$ cat src/logic/periph_pkg.sv
// Peripheral hub package with bus types, access codes and address map
`default_nettype none

package periph_pkg;

    localparam int ADDR_W     = 11;
    localparam int DATA_W     = 32;
    localparam int BYTE_W     = 8;
    localparam int PIN_W      = 8;
    localparam int NUM_SLOTS  = 16;     // Slots per region
    localparam int SLOT_W     = $clog2(NUM_SLOTS);
    localparam int PIN_IDX_W  = $clog2(PIN_W);
    localparam int SLOT_OFS_W = 6;      // 64 bytes per word slot

    // Slot numbers
    localparam logic [SLOT_W-1:0] SLOT_GPIO   = SLOT_W'(1);
    localparam logic [SLOT_W-1:0] BYTE_SLOT_A = SLOT_W'(0);
    localparam logic [SLOT_W-1:0] BYTE_SLOT_B = SLOT_W'(1);

    // GPIO register offsets inside its word slot
    localparam logic [SLOT_OFS_W-1:0] GPIO_OUT_OFS  = 6'h00;
    localparam logic [SLOT_OFS_W-1:0] GPIO_IN_OFS   = 6'h04;
    localparam logic [SLOT_OFS_W-1:0] GPIO_SEL_BASE = 6'h20;  // One word per pin up to 0x3C

    // Core request size code, 11 means idle
    typedef enum logic [1:0] {
        ACC_BYTE = 2'b00,
        ACC_HALF = 2'b01,
        ACC_WORD = 2'b10,
        ACC_NONE = 2'b11
    } access_e;

    typedef struct packed {
        logic [ADDR_W-1:0] addr;
        logic [DATA_W-1:0] wdata;
        access_e           write_n;
        access_e           read_n;
    } bus_req_t;

    typedef struct packed {
        logic [DATA_W-1:0] rdata;
        logic              ready;
    } slot_rsp_t;

    // Output function select for one pin
    typedef struct packed {
        logic              is_byte_slot;
        logic [SLOT_W-1:0] slot;
    } pin_sel_t;

endpackage

`default_nettype wire
$ cat src/logic/gpio_ctrl.sv
// GPIO block with output register, input read-back and per-pin function selects
`timescale 1ns/10ps
`default_nettype none

module gpio_ctrl (
    input  wire logic                          clk,
    input  wire logic                          rst_n,
    input  wire periph_pkg::bus_req_t          i_req,
    input  wire logic                          i_sel,
    input  wire logic [periph_pkg::PIN_W-1:0]  i_pins_in,
    output periph_pkg::slot_rsp_t              o_rsp,
    output logic [periph_pkg::PIN_W-1:0]       o_gpio_out,
    output periph_pkg::pin_sel_t               o_pin_sel [periph_pkg::PIN_W]
);
    import periph_pkg::*;

    logic [PIN_W-1:0]      gpio_out;
    pin_sel_t              pin_sel [PIN_W];
    logic [SLOT_OFS_W-1:0] ofs;
    logic [PIN_IDX_W-1:0]  sel_idx;
    logic                  sel_hit;
    logic                  wr;

    assign ofs     = i_req.addr[SLOT_OFS_W-1:0];
    assign sel_idx = ofs[PIN_IDX_W+1:2];    // Word spaced, one per pin
    assign wr      = i_sel && (i_req.write_n != ACC_NONE);

    // Upper half of the slot, word aligned
    assign sel_hit = (ofs[SLOT_OFS_W-1] == GPIO_SEL_BASE[SLOT_OFS_W-1]) && (ofs[1:0] == 2'b00);

    always_ff @(posedge clk) begin
        if (!rst_n) begin
            gpio_out <= '0;
        end else if (wr && ofs == GPIO_OUT_OFS) begin
            gpio_out <= i_req.wdata[PIN_W-1:0];
        end
    end

    for (genvar p = 0; p < PIN_W; p++) begin : g_sel
        always_ff @(posedge clk) begin
            if (!rst_n) begin
                pin_sel[p] <= '{is_byte_slot: 1'b0, slot: SLOT_GPIO};  // Pins start on GPIO
            end else if (wr && sel_hit && sel_idx == PIN_IDX_W'(p)) begin
                pin_sel[p] <= pin_sel_t'(i_req.wdata[$bits(pin_sel_t)-1:0]);
            end
        end
    end

    // Read-back, always ready
    always_comb begin
        o_rsp.ready = 1'b1;
        o_rsp.rdata = '0;
        if (ofs == GPIO_OUT_OFS) begin
            o_rsp.rdata[PIN_W-1:0] = gpio_out;
        end else if (ofs == GPIO_IN_OFS) begin
            o_rsp.rdata[PIN_W-1:0] = i_pins_in;
        end else if (sel_hit) begin
            o_rsp.rdata[$bits(pin_sel_t)-1:0] = pin_sel[sel_idx];
        end
    end

    assign o_gpio_out = gpio_out;
    assign o_pin_sel  = pin_sel;

endmodule

`default_nettype wire

$ cat config.mk
export PLATFORM = sky130hd
export DESIGN_NAME = gpio_ctrl
export DESIGN_NICKNAME = d
export VERILOG_FILES = /design/src/logic/periph_pkg.sv /design/src/logic/gpio_ctrl.sv
export SDC_FILE = /design/constraint.sdc
export NUM_CORES = 1
export LEC_CHECK = 0
export ABC_AREA = 1
export BUFFER_PORTS_ARGS = -buffer_cell sky130_fd_sc_hd__buf_2
export CAP_MARGIN = 10
export CORE_UTILIZATION = 49
export DETAILED_ROUTE_END_ITERATION = 8
export PLACE_DENSITY = 0.86
export SETUP_SLACK_MARGIN = 0.2
export SYNTH_ARGS = -nofsm -noshare
export SYNTH_HDL_FRONTEND = slang
export SYNTH_SLANG_ARGS = --single-unit
$ cat constraint.sdc
create_clock -name clk -period 2.6 [get_ports clk]
set_input_delay 0 -clock clk [delete_from_list [all_inputs] [get_ports clk]]
set_output_delay 0 -clock clk [all_outputs]
set_load 0.02 [all_outputs]
==> results of run 1 <==
-- power breakdown --
| group | switching, W | internal, W |
|---|---|---|
| clock | 0.000258 | 0.000285 |
| sequential | 0.00000253 | 0.000738 |
| combinational | 0.000147 | 0.0000431 |
| total | 0.000407 | 0.00107 |
-- layout make-up --
class	count	share of cell area
inverter	20	0.0261
multi-input combinational	293	0.455
sequential	48	0.309
timing repair buffer	87	0.146
clock inverter	3	0.0137
tap	70	0.0281
clock buffer	5	0.0221
-- synth_stat cells --
master / instances / area share
nand4_1: 13 / 0.030
dfxtp_1: 48 / 0.36
nor2_8: 2 / 0.015
a22o_1: 3 / 0.0098
a21oi_1: 35 / 0.065
buf_4: 29 / 0.081
nor3_4: 1 / 0.0060
clkbuf_1: 9 / 0.013
buf_6: 4 / 0.017
nand2_4: 1 / 0.0042
nor2_1: 28 / 0.039
nand2_2: 6 / 0.014
nand2_1: 103 / 0.14
inv_4: 2 / 0.0046
inv_2: 3 / 0.0042
nand3_2: 1 / 0.0037
o211ai_1: 3 / 0.0084
o211ai_2: 2 / 0.0093
o21ai_1: 8 / 0.015
inv_1: 14 / 0.020
clkinv_2: 1 / 0.0019
buf_2: 5 / 0.0093
nor2_4: 5 / 0.021
nand3_1: 55 / 0.10
conb_1: 2 / 0.0028
nor2_2: 2 / 0.0046
-- stage by stage --
| step | total power (W) | hold slack (ps) | worst slack, ps |
|---|---|---|---|
| 6_report | 0.00147 | 29.5 | 1250 |
| 5_1_grt | 0.00152 | 58.7 | 1160 |
| 4_1_cts | 0.00148 | 22.5 | 1260 |
| 3_5_place_dp | 0.000940 | 246 | 1160 |
| 3_3_place_gp | 0.000938 | 237 | 1190 |
| 2_1_floorplan | 0.000926 | 147 | 1680 |
-- sequential cells by signal, indices dropped and copies added (netlist names) --
| signal | cells |
|---|---|
| o_gpio_out | 8 |
| o_pin_sel | 40 |
-- cells in the final DEF, fill, tap and decap left out --
cell type	count
nand2_2	6
a21oi_1	35
buf_2	82
nand2_1	103
a22o_1	3
nor2_2	2
nand3_2	1
clkinv_2	2
o211ai_1	3
inv_4	2
nor3_4	1
nor2_1	28
nand4_1	13
clkinvlp_4	1
o211ai_2	2
nand3_1	55
inv_2	3
clkbuf_8	5
buf_4	2
dfxtp_1	48
nor2_8	2
conb_1	25
nand2_4	1
dlygate4sd3_1	3
nor2_4	5
o21ai_1	8
bufinv_16	1
inv_1	14
-- worst max-delay path by stage --
stage | from | to | slack, ps | depth (start not counted)
floorplan | o_pin_sel[24] | o_rsp[5] | 1680 | 6
global placement | i_req[37] | o_pin_sel[27] | 1190 | 8
detailed placement | i_req[37] | o_pin_sel[38] | 1160 | 9
CTS | o_pin_sel[9] | o_rsp[5] | 1260 | 7
global route | o_pin_sel[6] | o_rsp[2] | 1160 | 7
finish | o_pin_sel[6] | o_rsp[2] | 1250 | 7
-- repair_timing --
item / CTS / global route
hold endpoints to repair: 3 / 0
resized for setup: 0 / 0
hold buffers: 3 / 0
-- logic make-up after synthesis --
group	count (synthesis)
AND/OR/NAND/NOR	217
flip-flops	48
other	2
buffers and inverters	67
AO/OA/AOI/OAI	51
-- routing by layer --
metal	GRT usage	up-vias	routed length [um]
met1	0.327	1240	3140
li1	-	1356	-
met3	0.0563	15	672
met2	0.459	151	3570
met4	0.0846	0	138
met5	0	-	0
-- critical path, cell delays in order, from the launching register on --
cell,delay [ps]
dfxtp_1,370
nand2_1,80
nand2_1,70
nand2_1,50
nand3_1,130
nand3_1,100
nand3_1,90
buf_2,160
==> results by group, run 1 <==
Drt
  – Post-route DRC: 0
  – 1st-iter DRT viols: around 250
  – Final ANT Viol Nets: 0
  – Avg WL per Cell: 14.3 um
  – Vias: about 2800
  – First-pass DRT Iterations: 4
  – Vias/cell: 5.25
  – Wirelength, routed: 7.51 mm

Cells and area
  – Fin area: slightly above 3000 um^2
  – Fillers: 500
  – Seq. cell area: 961 um^2
  – Area growth, synth to finish: 15.6%
  – Ant diodes: 0
  – Finished Core Util: 0.598
  – Fraction of layout cells with a size suffix above 1: 0.259
  – Final non-filler cell total: ~530
  – Layout Nets: 513
  – Footprint of the multi-input gates: 1420 um^2

Placement
  – Placed Area: around 3000 um^2
  – DP HPWL: 5.29 mm
  – GPL Wtd Cong: 0.933
  – Port buffer count: 82
  – Placed instance count: 515

Timing
  – Final setup fails: 0
  – Slew @ Worst Pin: slightly above 900 ps
  – Final hold violation count: 0
  – Worst Skew: 0 ps
  – RSZ-0062 raised after global routing: no
  – Slew HR: 0.378
  – Tcrit/Tclk final: 0.518
  – Fmax: 743 MHz
  – Post-layout min period: 1350 ps
  – Post-route setup TNS: 0 ps
  – Final Slew Violations: 0

Critical path
  – Crit-path max FO: 3
  – Worst Path Arrival: approximately 1400 ps
  – R2r setup slk: just under 2000 ps
  – Worst setup path category: register to output port
  – CP required: around 2600 ps
  – R2r endpoint: o_pin_sel[19]
  – CP Launch Type: register
  – Worst setup EP type: output port
  – Critical R2R Launch: o_pin_sel[19]
  – FF-to-FF path depth: 2

Clock tree
  – CTS tree: yes
  – H-tree levels: 2
  – TritonCTS Buffers: 5
  – Post-CTS Setup Bufs: 0
  – Clk root buf: clkbuf_8
  – Clk slew on worst S/H paths: 100 ps
  – Worst-Skew Late Latency: 310 ps
  – Sink Count: 48
  – Clock Path Buffers: 2

Global route
  – Vias in the first global route: 2595
  – Total GRT Usage: 0.265
  – Initial antenna violation count: 0
  – First-pass GRT wire length: 12.3 mm
  – Largest net degree at the start of global routing: 31
  – GRT overflow: 0

Floorplanning
  – Initial Util: 0.517
  – Die H: 76.1 um
  – Die ar.: 5800 um^2
  – FP Rows: 26
  – Die width: about 76 um
  – # IOs: between 100 and 150
  – Core area: 5200 um^2

Synth
  – Syn avg cell area: 6.99 um^2
  – Synthesized instance count: 385
  – Yosys reg bits: 48
  – Register area share after synthesis: 0.357
  – Synth Area in XOR/XNOR: 0
  – Mux cell area share after synthesis: 0
  – Largest family of logic cells by synthesized area: simple AND/OR/NAND/NOR gates
  – Simple-gate share of the synthesized area: 0.383
  – Post-synthesis compound-gate area fraction: 0.107
  – Post-Synth Adder-Cell Area: 0
  – Mapped Area: ~2700 um^2
  – Library cells used by synthesis: 26
  – Synth warnings: 0

Job
  – Number of max-cap violations: 0

Power and ir drop
  – Static Leak: 1.51 nW
  – Peak VDD IR: approximately 0.00032 V
  – Pwr Density: roughly 470 nW/um^2

Hold path
  – Cells on Worst Hold Path: 3
  – Hold_sp: i_req[4]
  – Hold Path Sink: o_gpio_out[0]
  – Type of the tightest min-delay check: input port to register

Status
  – Status: completed
Note: power is estimated with default switching activity, not from simulation.
==> inputs of run 2 (changes only) <==
--- a/config.mk
+++ b/config.mk
@@ -5,12 +5,12 @@
 export SDC_FILE = /design/constraint.sdc
 export NUM_CORES = 1
 export LEC_CHECK = 0
-export ABC_AREA = 1
+export ABC_AREA = 0
 export BUFFER_PORTS_ARGS = -buffer_cell sky130_fd_sc_hd__buf_2
 export CAP_MARGIN = 10
-export CORE_UTILIZATION = 49
+export CORE_UTILIZATION = 39
 export DETAILED_ROUTE_END_ITERATION = 8
-export PLACE_DENSITY = 0.86
+export PLACE_DENSITY = 0.76
 export SETUP_SLACK_MARGIN = 0.2
 export SYNTH_ARGS = -nofsm -noshare
 export SYNTH_HDL_FRONTEND = slang
==> constraint.sdc (replaced) <==
create_clock -name clk -period 1.2 [get_ports clk]
set_input_delay 0 -clock clk [delete_from_list [all_inputs] [get_ports clk]]
set_output_delay 0 -clock clk [all_outputs]
set_load 0.02 [all_outputs]
==> run 2 against run 1 <==
Net effect:
- the run now ends with negative setup slack left
- clock skew is the same
- worst setup slack got worse by 1600 ps
- synthesized cell count down 35%
- first-iteration DRC count down 27%
- count of clock-buffer cells in the layout increased by 2
- register-to-register slack got worse by 1600 ps
- clock power grew 85%
- die area is 10% higher
- non-clock buffer count grew 55
- routed wire length decreased by 10%
- via count down 15%
- cell area up 14%
==> results by group, run 2 <==
Status
  – Status: complete, but fails checks (was completed)
  – Failing checks: negative setup slack

Clock tree
  – Clk root buf: clkbuf_8 (unchanged)
  – TritonCTS Buffers: 5 (unchanged)
  – Worst-Skew Late Latency: 290 ps (was 310 ps)
  – Clock Path Buffers: 2 (unchanged)
  – Clk slew on worst S/H paths: 90 ps (was 100 ps)
  – CTS tree: yes (unchanged)
  – H-tree levels: 2 (unchanged)
  – Sink Count: 48 (unchanged)

Critical path
  – Worst Path Arrival: 1530 ps (was 1350 ps)
  – R2r setup slk: 360 ps (was 1930 ps)
  – Critical R2R Launch: o_pin_sel[2] (was o_pin_sel[19])
  – Crit-path max FO: 2 (was 3)
  – R2r endpoint: o_pin_sel[2] (was o_pin_sel[19])
  – Worst setup path category: register to output port (unchanged)
  – CP required: 1200 ps (was 2600 ps)
  – CP Launch Type: register (unchanged)
  – FF-to-FF path depth: 4 (was 2)
  – Worst setup EP type: output port (unchanged)

Cells and area
  – Most frequent cells in the layout: buf_2, buf_4, dfxtp_1 (was nand2_1, buf_2, nand3_1)
  – Area growth, synth to finish: 49.5% (was 15.6%)
  – Ant diodes: 0 (unchanged)
  – Max reg flops: 40 (unchanged)
  – Fin area: 3540 um^2 (was 3110 um^2)
  – Layout Nets: 441 (was 513)
  – Most common cell after layout, fill and taps aside: buf_2 (was nand2_1)
  – Fraction of layout cells with a size suffix above 1: 0.510 (was 0.259)

Drt
  – Vias/cell: 5.09 (was 5.25)
  – Post-route DRC: 0 (unchanged)
  – Met2 routed WL: 3.22 mm (was 3.57 mm)
  – Final ANT Viol Nets: 0 (unchanged)
  – M1 wire length: 2.99 mm (was 3.14 mm)
  – Vias: 2335 (was 2762)
  – Highest metal used: met4 (unchanged)
  – 1st-iter DRT viols: 185 (was 254)
  – Wirelength, routed: 6.74 mm (was 7.51 mm)
  – First-pass DRT Iterations: 5 (was 4)
  – Avg WL per Cell: 14.7 um (was 14.3 um)
  – Metal3 WL: 421 um (was 672 um)

Placement
  – GPL Wtd Cong: 0.835 (was 0.933)
  – DP HPWL: 4.99 mm (was 5.29 mm)
  – Port buffer count: 82 (unchanged)
  – Setup WS pre-CTS: -137 ps (was 1160 ps)
  – Placed Area: 3160 um^2 (was 2970 um^2)

Floorplanning
  – Initial Util: 0.402 (was 0.517)
  – Die H: 79.9 um (was 76.1 um)
  – Core area: 5890 um^2 (was 5200 um^2)
  – Die ar.: 6390 um^2 (was 5800 um^2)
  – Die width: 79.9 um (was 76.1 um)
  – FP Rows: 28 (was 26)
  – # IOs: 139 (unchanged)

Timing
  – Final Slew Violations: 0 (unchanged)
  – Final setup fails: 5 (was 0)
  – Fmax: 653 MHz
  – Post-layout min period: between 1500 and 2000 ps
  – Setup slack after layout: -332 ps (was 1250 ps)
  – Final hold violation count: 0 (unchanged)
  – Tcrit/Tclk final: 1.28
  – Final hold slack: 36.9 ps (was 29.5 ps)
  – RSZ-0062 raised after global routing: yes (was no)
  – Worst Skew: 0 ps (unchanged)

Global route
  – Total GRT Usage: 0.212 (was 0.265)
  – Vias in the first global route: 2023 (was 2595)
  – First-pass GRT wire length: 10.1 mm (was 12.3 mm)
  – GRT overflow: 0 (unchanged)
  – Largest net degree at the start of global routing: 16 (was 31)
  – Initial antenna violation count: 0 (unchanged)

Power and ir drop
  – Static Leak: 1.67 nW (was 1.51 nW)
  – Tot Pwr: 0.00302 W (was 0.00147 W)
  – Peak VDD IR: 0.000565 V (was 0.000318 V)
  – Pwr Density: 853 nW/um^2 (was 473 nW/um^2)

Synth
  – Synth warnings: 0 (unchanged)
  – Top FF cell, synth: dfxtp_1 (unchanged)
  – Dominant cells by area after synthesis: dfxtp_1, o21ai_0, buf_4, nand3_1, mux4_2 (was dfxtp_1, nand2_1, nand3_1, buf_4, a21oi_1)
  – Share of the synthesized area in the top cell type: 0.406 (was 0.357)
  – Synth async-reset ratio: 0 (unchanged)
  – Most frequent cell after synthesis: dfxtp_1 (was nand2_1)
  – Synthesized instance count: 251 (was 385)
  – Mapped Area: 2370 um^2 (was 2690 um^2)
  – EDFF count, synth: 0 (unchanged)
  – Cell taking the most area after synthesis: dfxtp_1 (unchanged)
  – Register area share after synthesis: 0.406 (was 0.357)
  – Syn avg cell area: 9.43 um^2 (was 6.99 um^2)
  – Post-synth top cells: dfxtp_1, o21ai_0, nand3_1 (was nand2_1, nand3_1, dfxtp_1)
  – Yosys reg bits: 48 (unchanged)
  – Library cells used by synthesis: 32 (was 26)

Job
  – Number of max-cap violations: 0 (unchanged)

Hold path
  – Hold Path Sink: o_gpio_out[0] (unchanged)
  – Hold_sp: i_req[4] (unchanged)
  – Type of the tightest min-delay check: input port to register (unchanged)
  – Cells on Worst Hold Path: 3 (unchanged)
==> run 2: changes by cell type after synthesis, sizes merged, moves of 6 or more <==
| cell | before | now |
|---|---|---|
| mux4 | 0 | 8 |
| nand3 | 56 | 41 |
| a22oi | 0 | 8 |
| a21oi | 35 | 1 |
| o21ai | 8 | 39 |
| buf | 38 | 32 |
| nor2b | 0 | 6 |
| nand2 | 110 | 20 |
| nand4 | 13 | 4 |
| inv | 19 | 2 |
| mux2i | 0 | 14 |
| nor2 | 37 | 2 |
==> run 2: routing by layer <==
| metal | track usage | up-vias |
|---|---|---|
| li1 | - | 1130 |
| met2 | 0.344 | 103 |
| met5 | 0 | - |
| met4 | 0.0857 | 0 |
| met1 | 0.276 | 1091 |
| met3 | 0.0366 | 11 |
==> run 2: where the power goes <==
| part | total [W] | internal (W) | switching [W] |
|---|---|---|---|
| logic | 0.000420 | 0.000161 | 0.000259 |
| registers | 0.00160 | 0.00159 | 0.00000398 |
| clock network | 0.00100 | 0.000469 | 0.000532 |
==> run 2: repair_timing <==
action,in CTS,in global routing
pin swaps,8,4
resized for setup,42,12
buffers inserted,2,1
hold buffers,8,0
endpoints found under the setup margin,8,10
hold endpoints to repair,9,0
==> run 2: area by class of cell <==
type                    count  area (um^2)
clock buffers               7         86.3
clock inverters             1         7.51
fillers                   478         2350
inverters                   2         7.51
multi-input cells         184         1360
flip-flops and latches     48          977
well taps                  75         93.8
repair buffers            142         1000
==> run 2: metrics by stage <==
step                setup TNS (ps)   util  cells
floorplan                        0      -    274
global placement             -1750  0.537    440
detailed placement           -2760  0.537    440
CTS                          -1350  0.591    458
global route                 -1630  0.601    459
finish                       -1350  0.601    459
==> run 2: how the worst max path moves through the flow <==
stage | from | endpoint | cells after the start
floorplan | o_pin_sel[1] | o_rsp[2] | 3
global placement | i_req[38] | o_rsp[5] | 5
detailed placement | i_req[38] | o_rsp[2] | 5
CTS | o_pin_sel[1] | o_rsp[2] | 4
global route | o_pin_sel[1] | o_rsp[2] | 4
finish | o_pin_sel[1] | o_rsp[2] | 4
==> run 2: cells by family (layout without fill, tap and decap cells) <==
group / count (synthesis) / count (layout) / share of synthesized area
and+or+nand+nor: 81 / 81 / 0.203
AOI/OAI and AO/OA: 55 / 55 / 0.134
DFF: 48 / 48 / 0.406
buffers and inverters: 42 / 152 / 0.114
muxes: 23 / 23 / 0.140
other: 2 / 25 / 0.00317
==> run 2: worst max-delay path, cell delays in order (launching register included) <==
cell     delay, ps
dfxtp_2        340
mux4_2         480
a22oi_2        210
nand2_2         70
buf_6          130
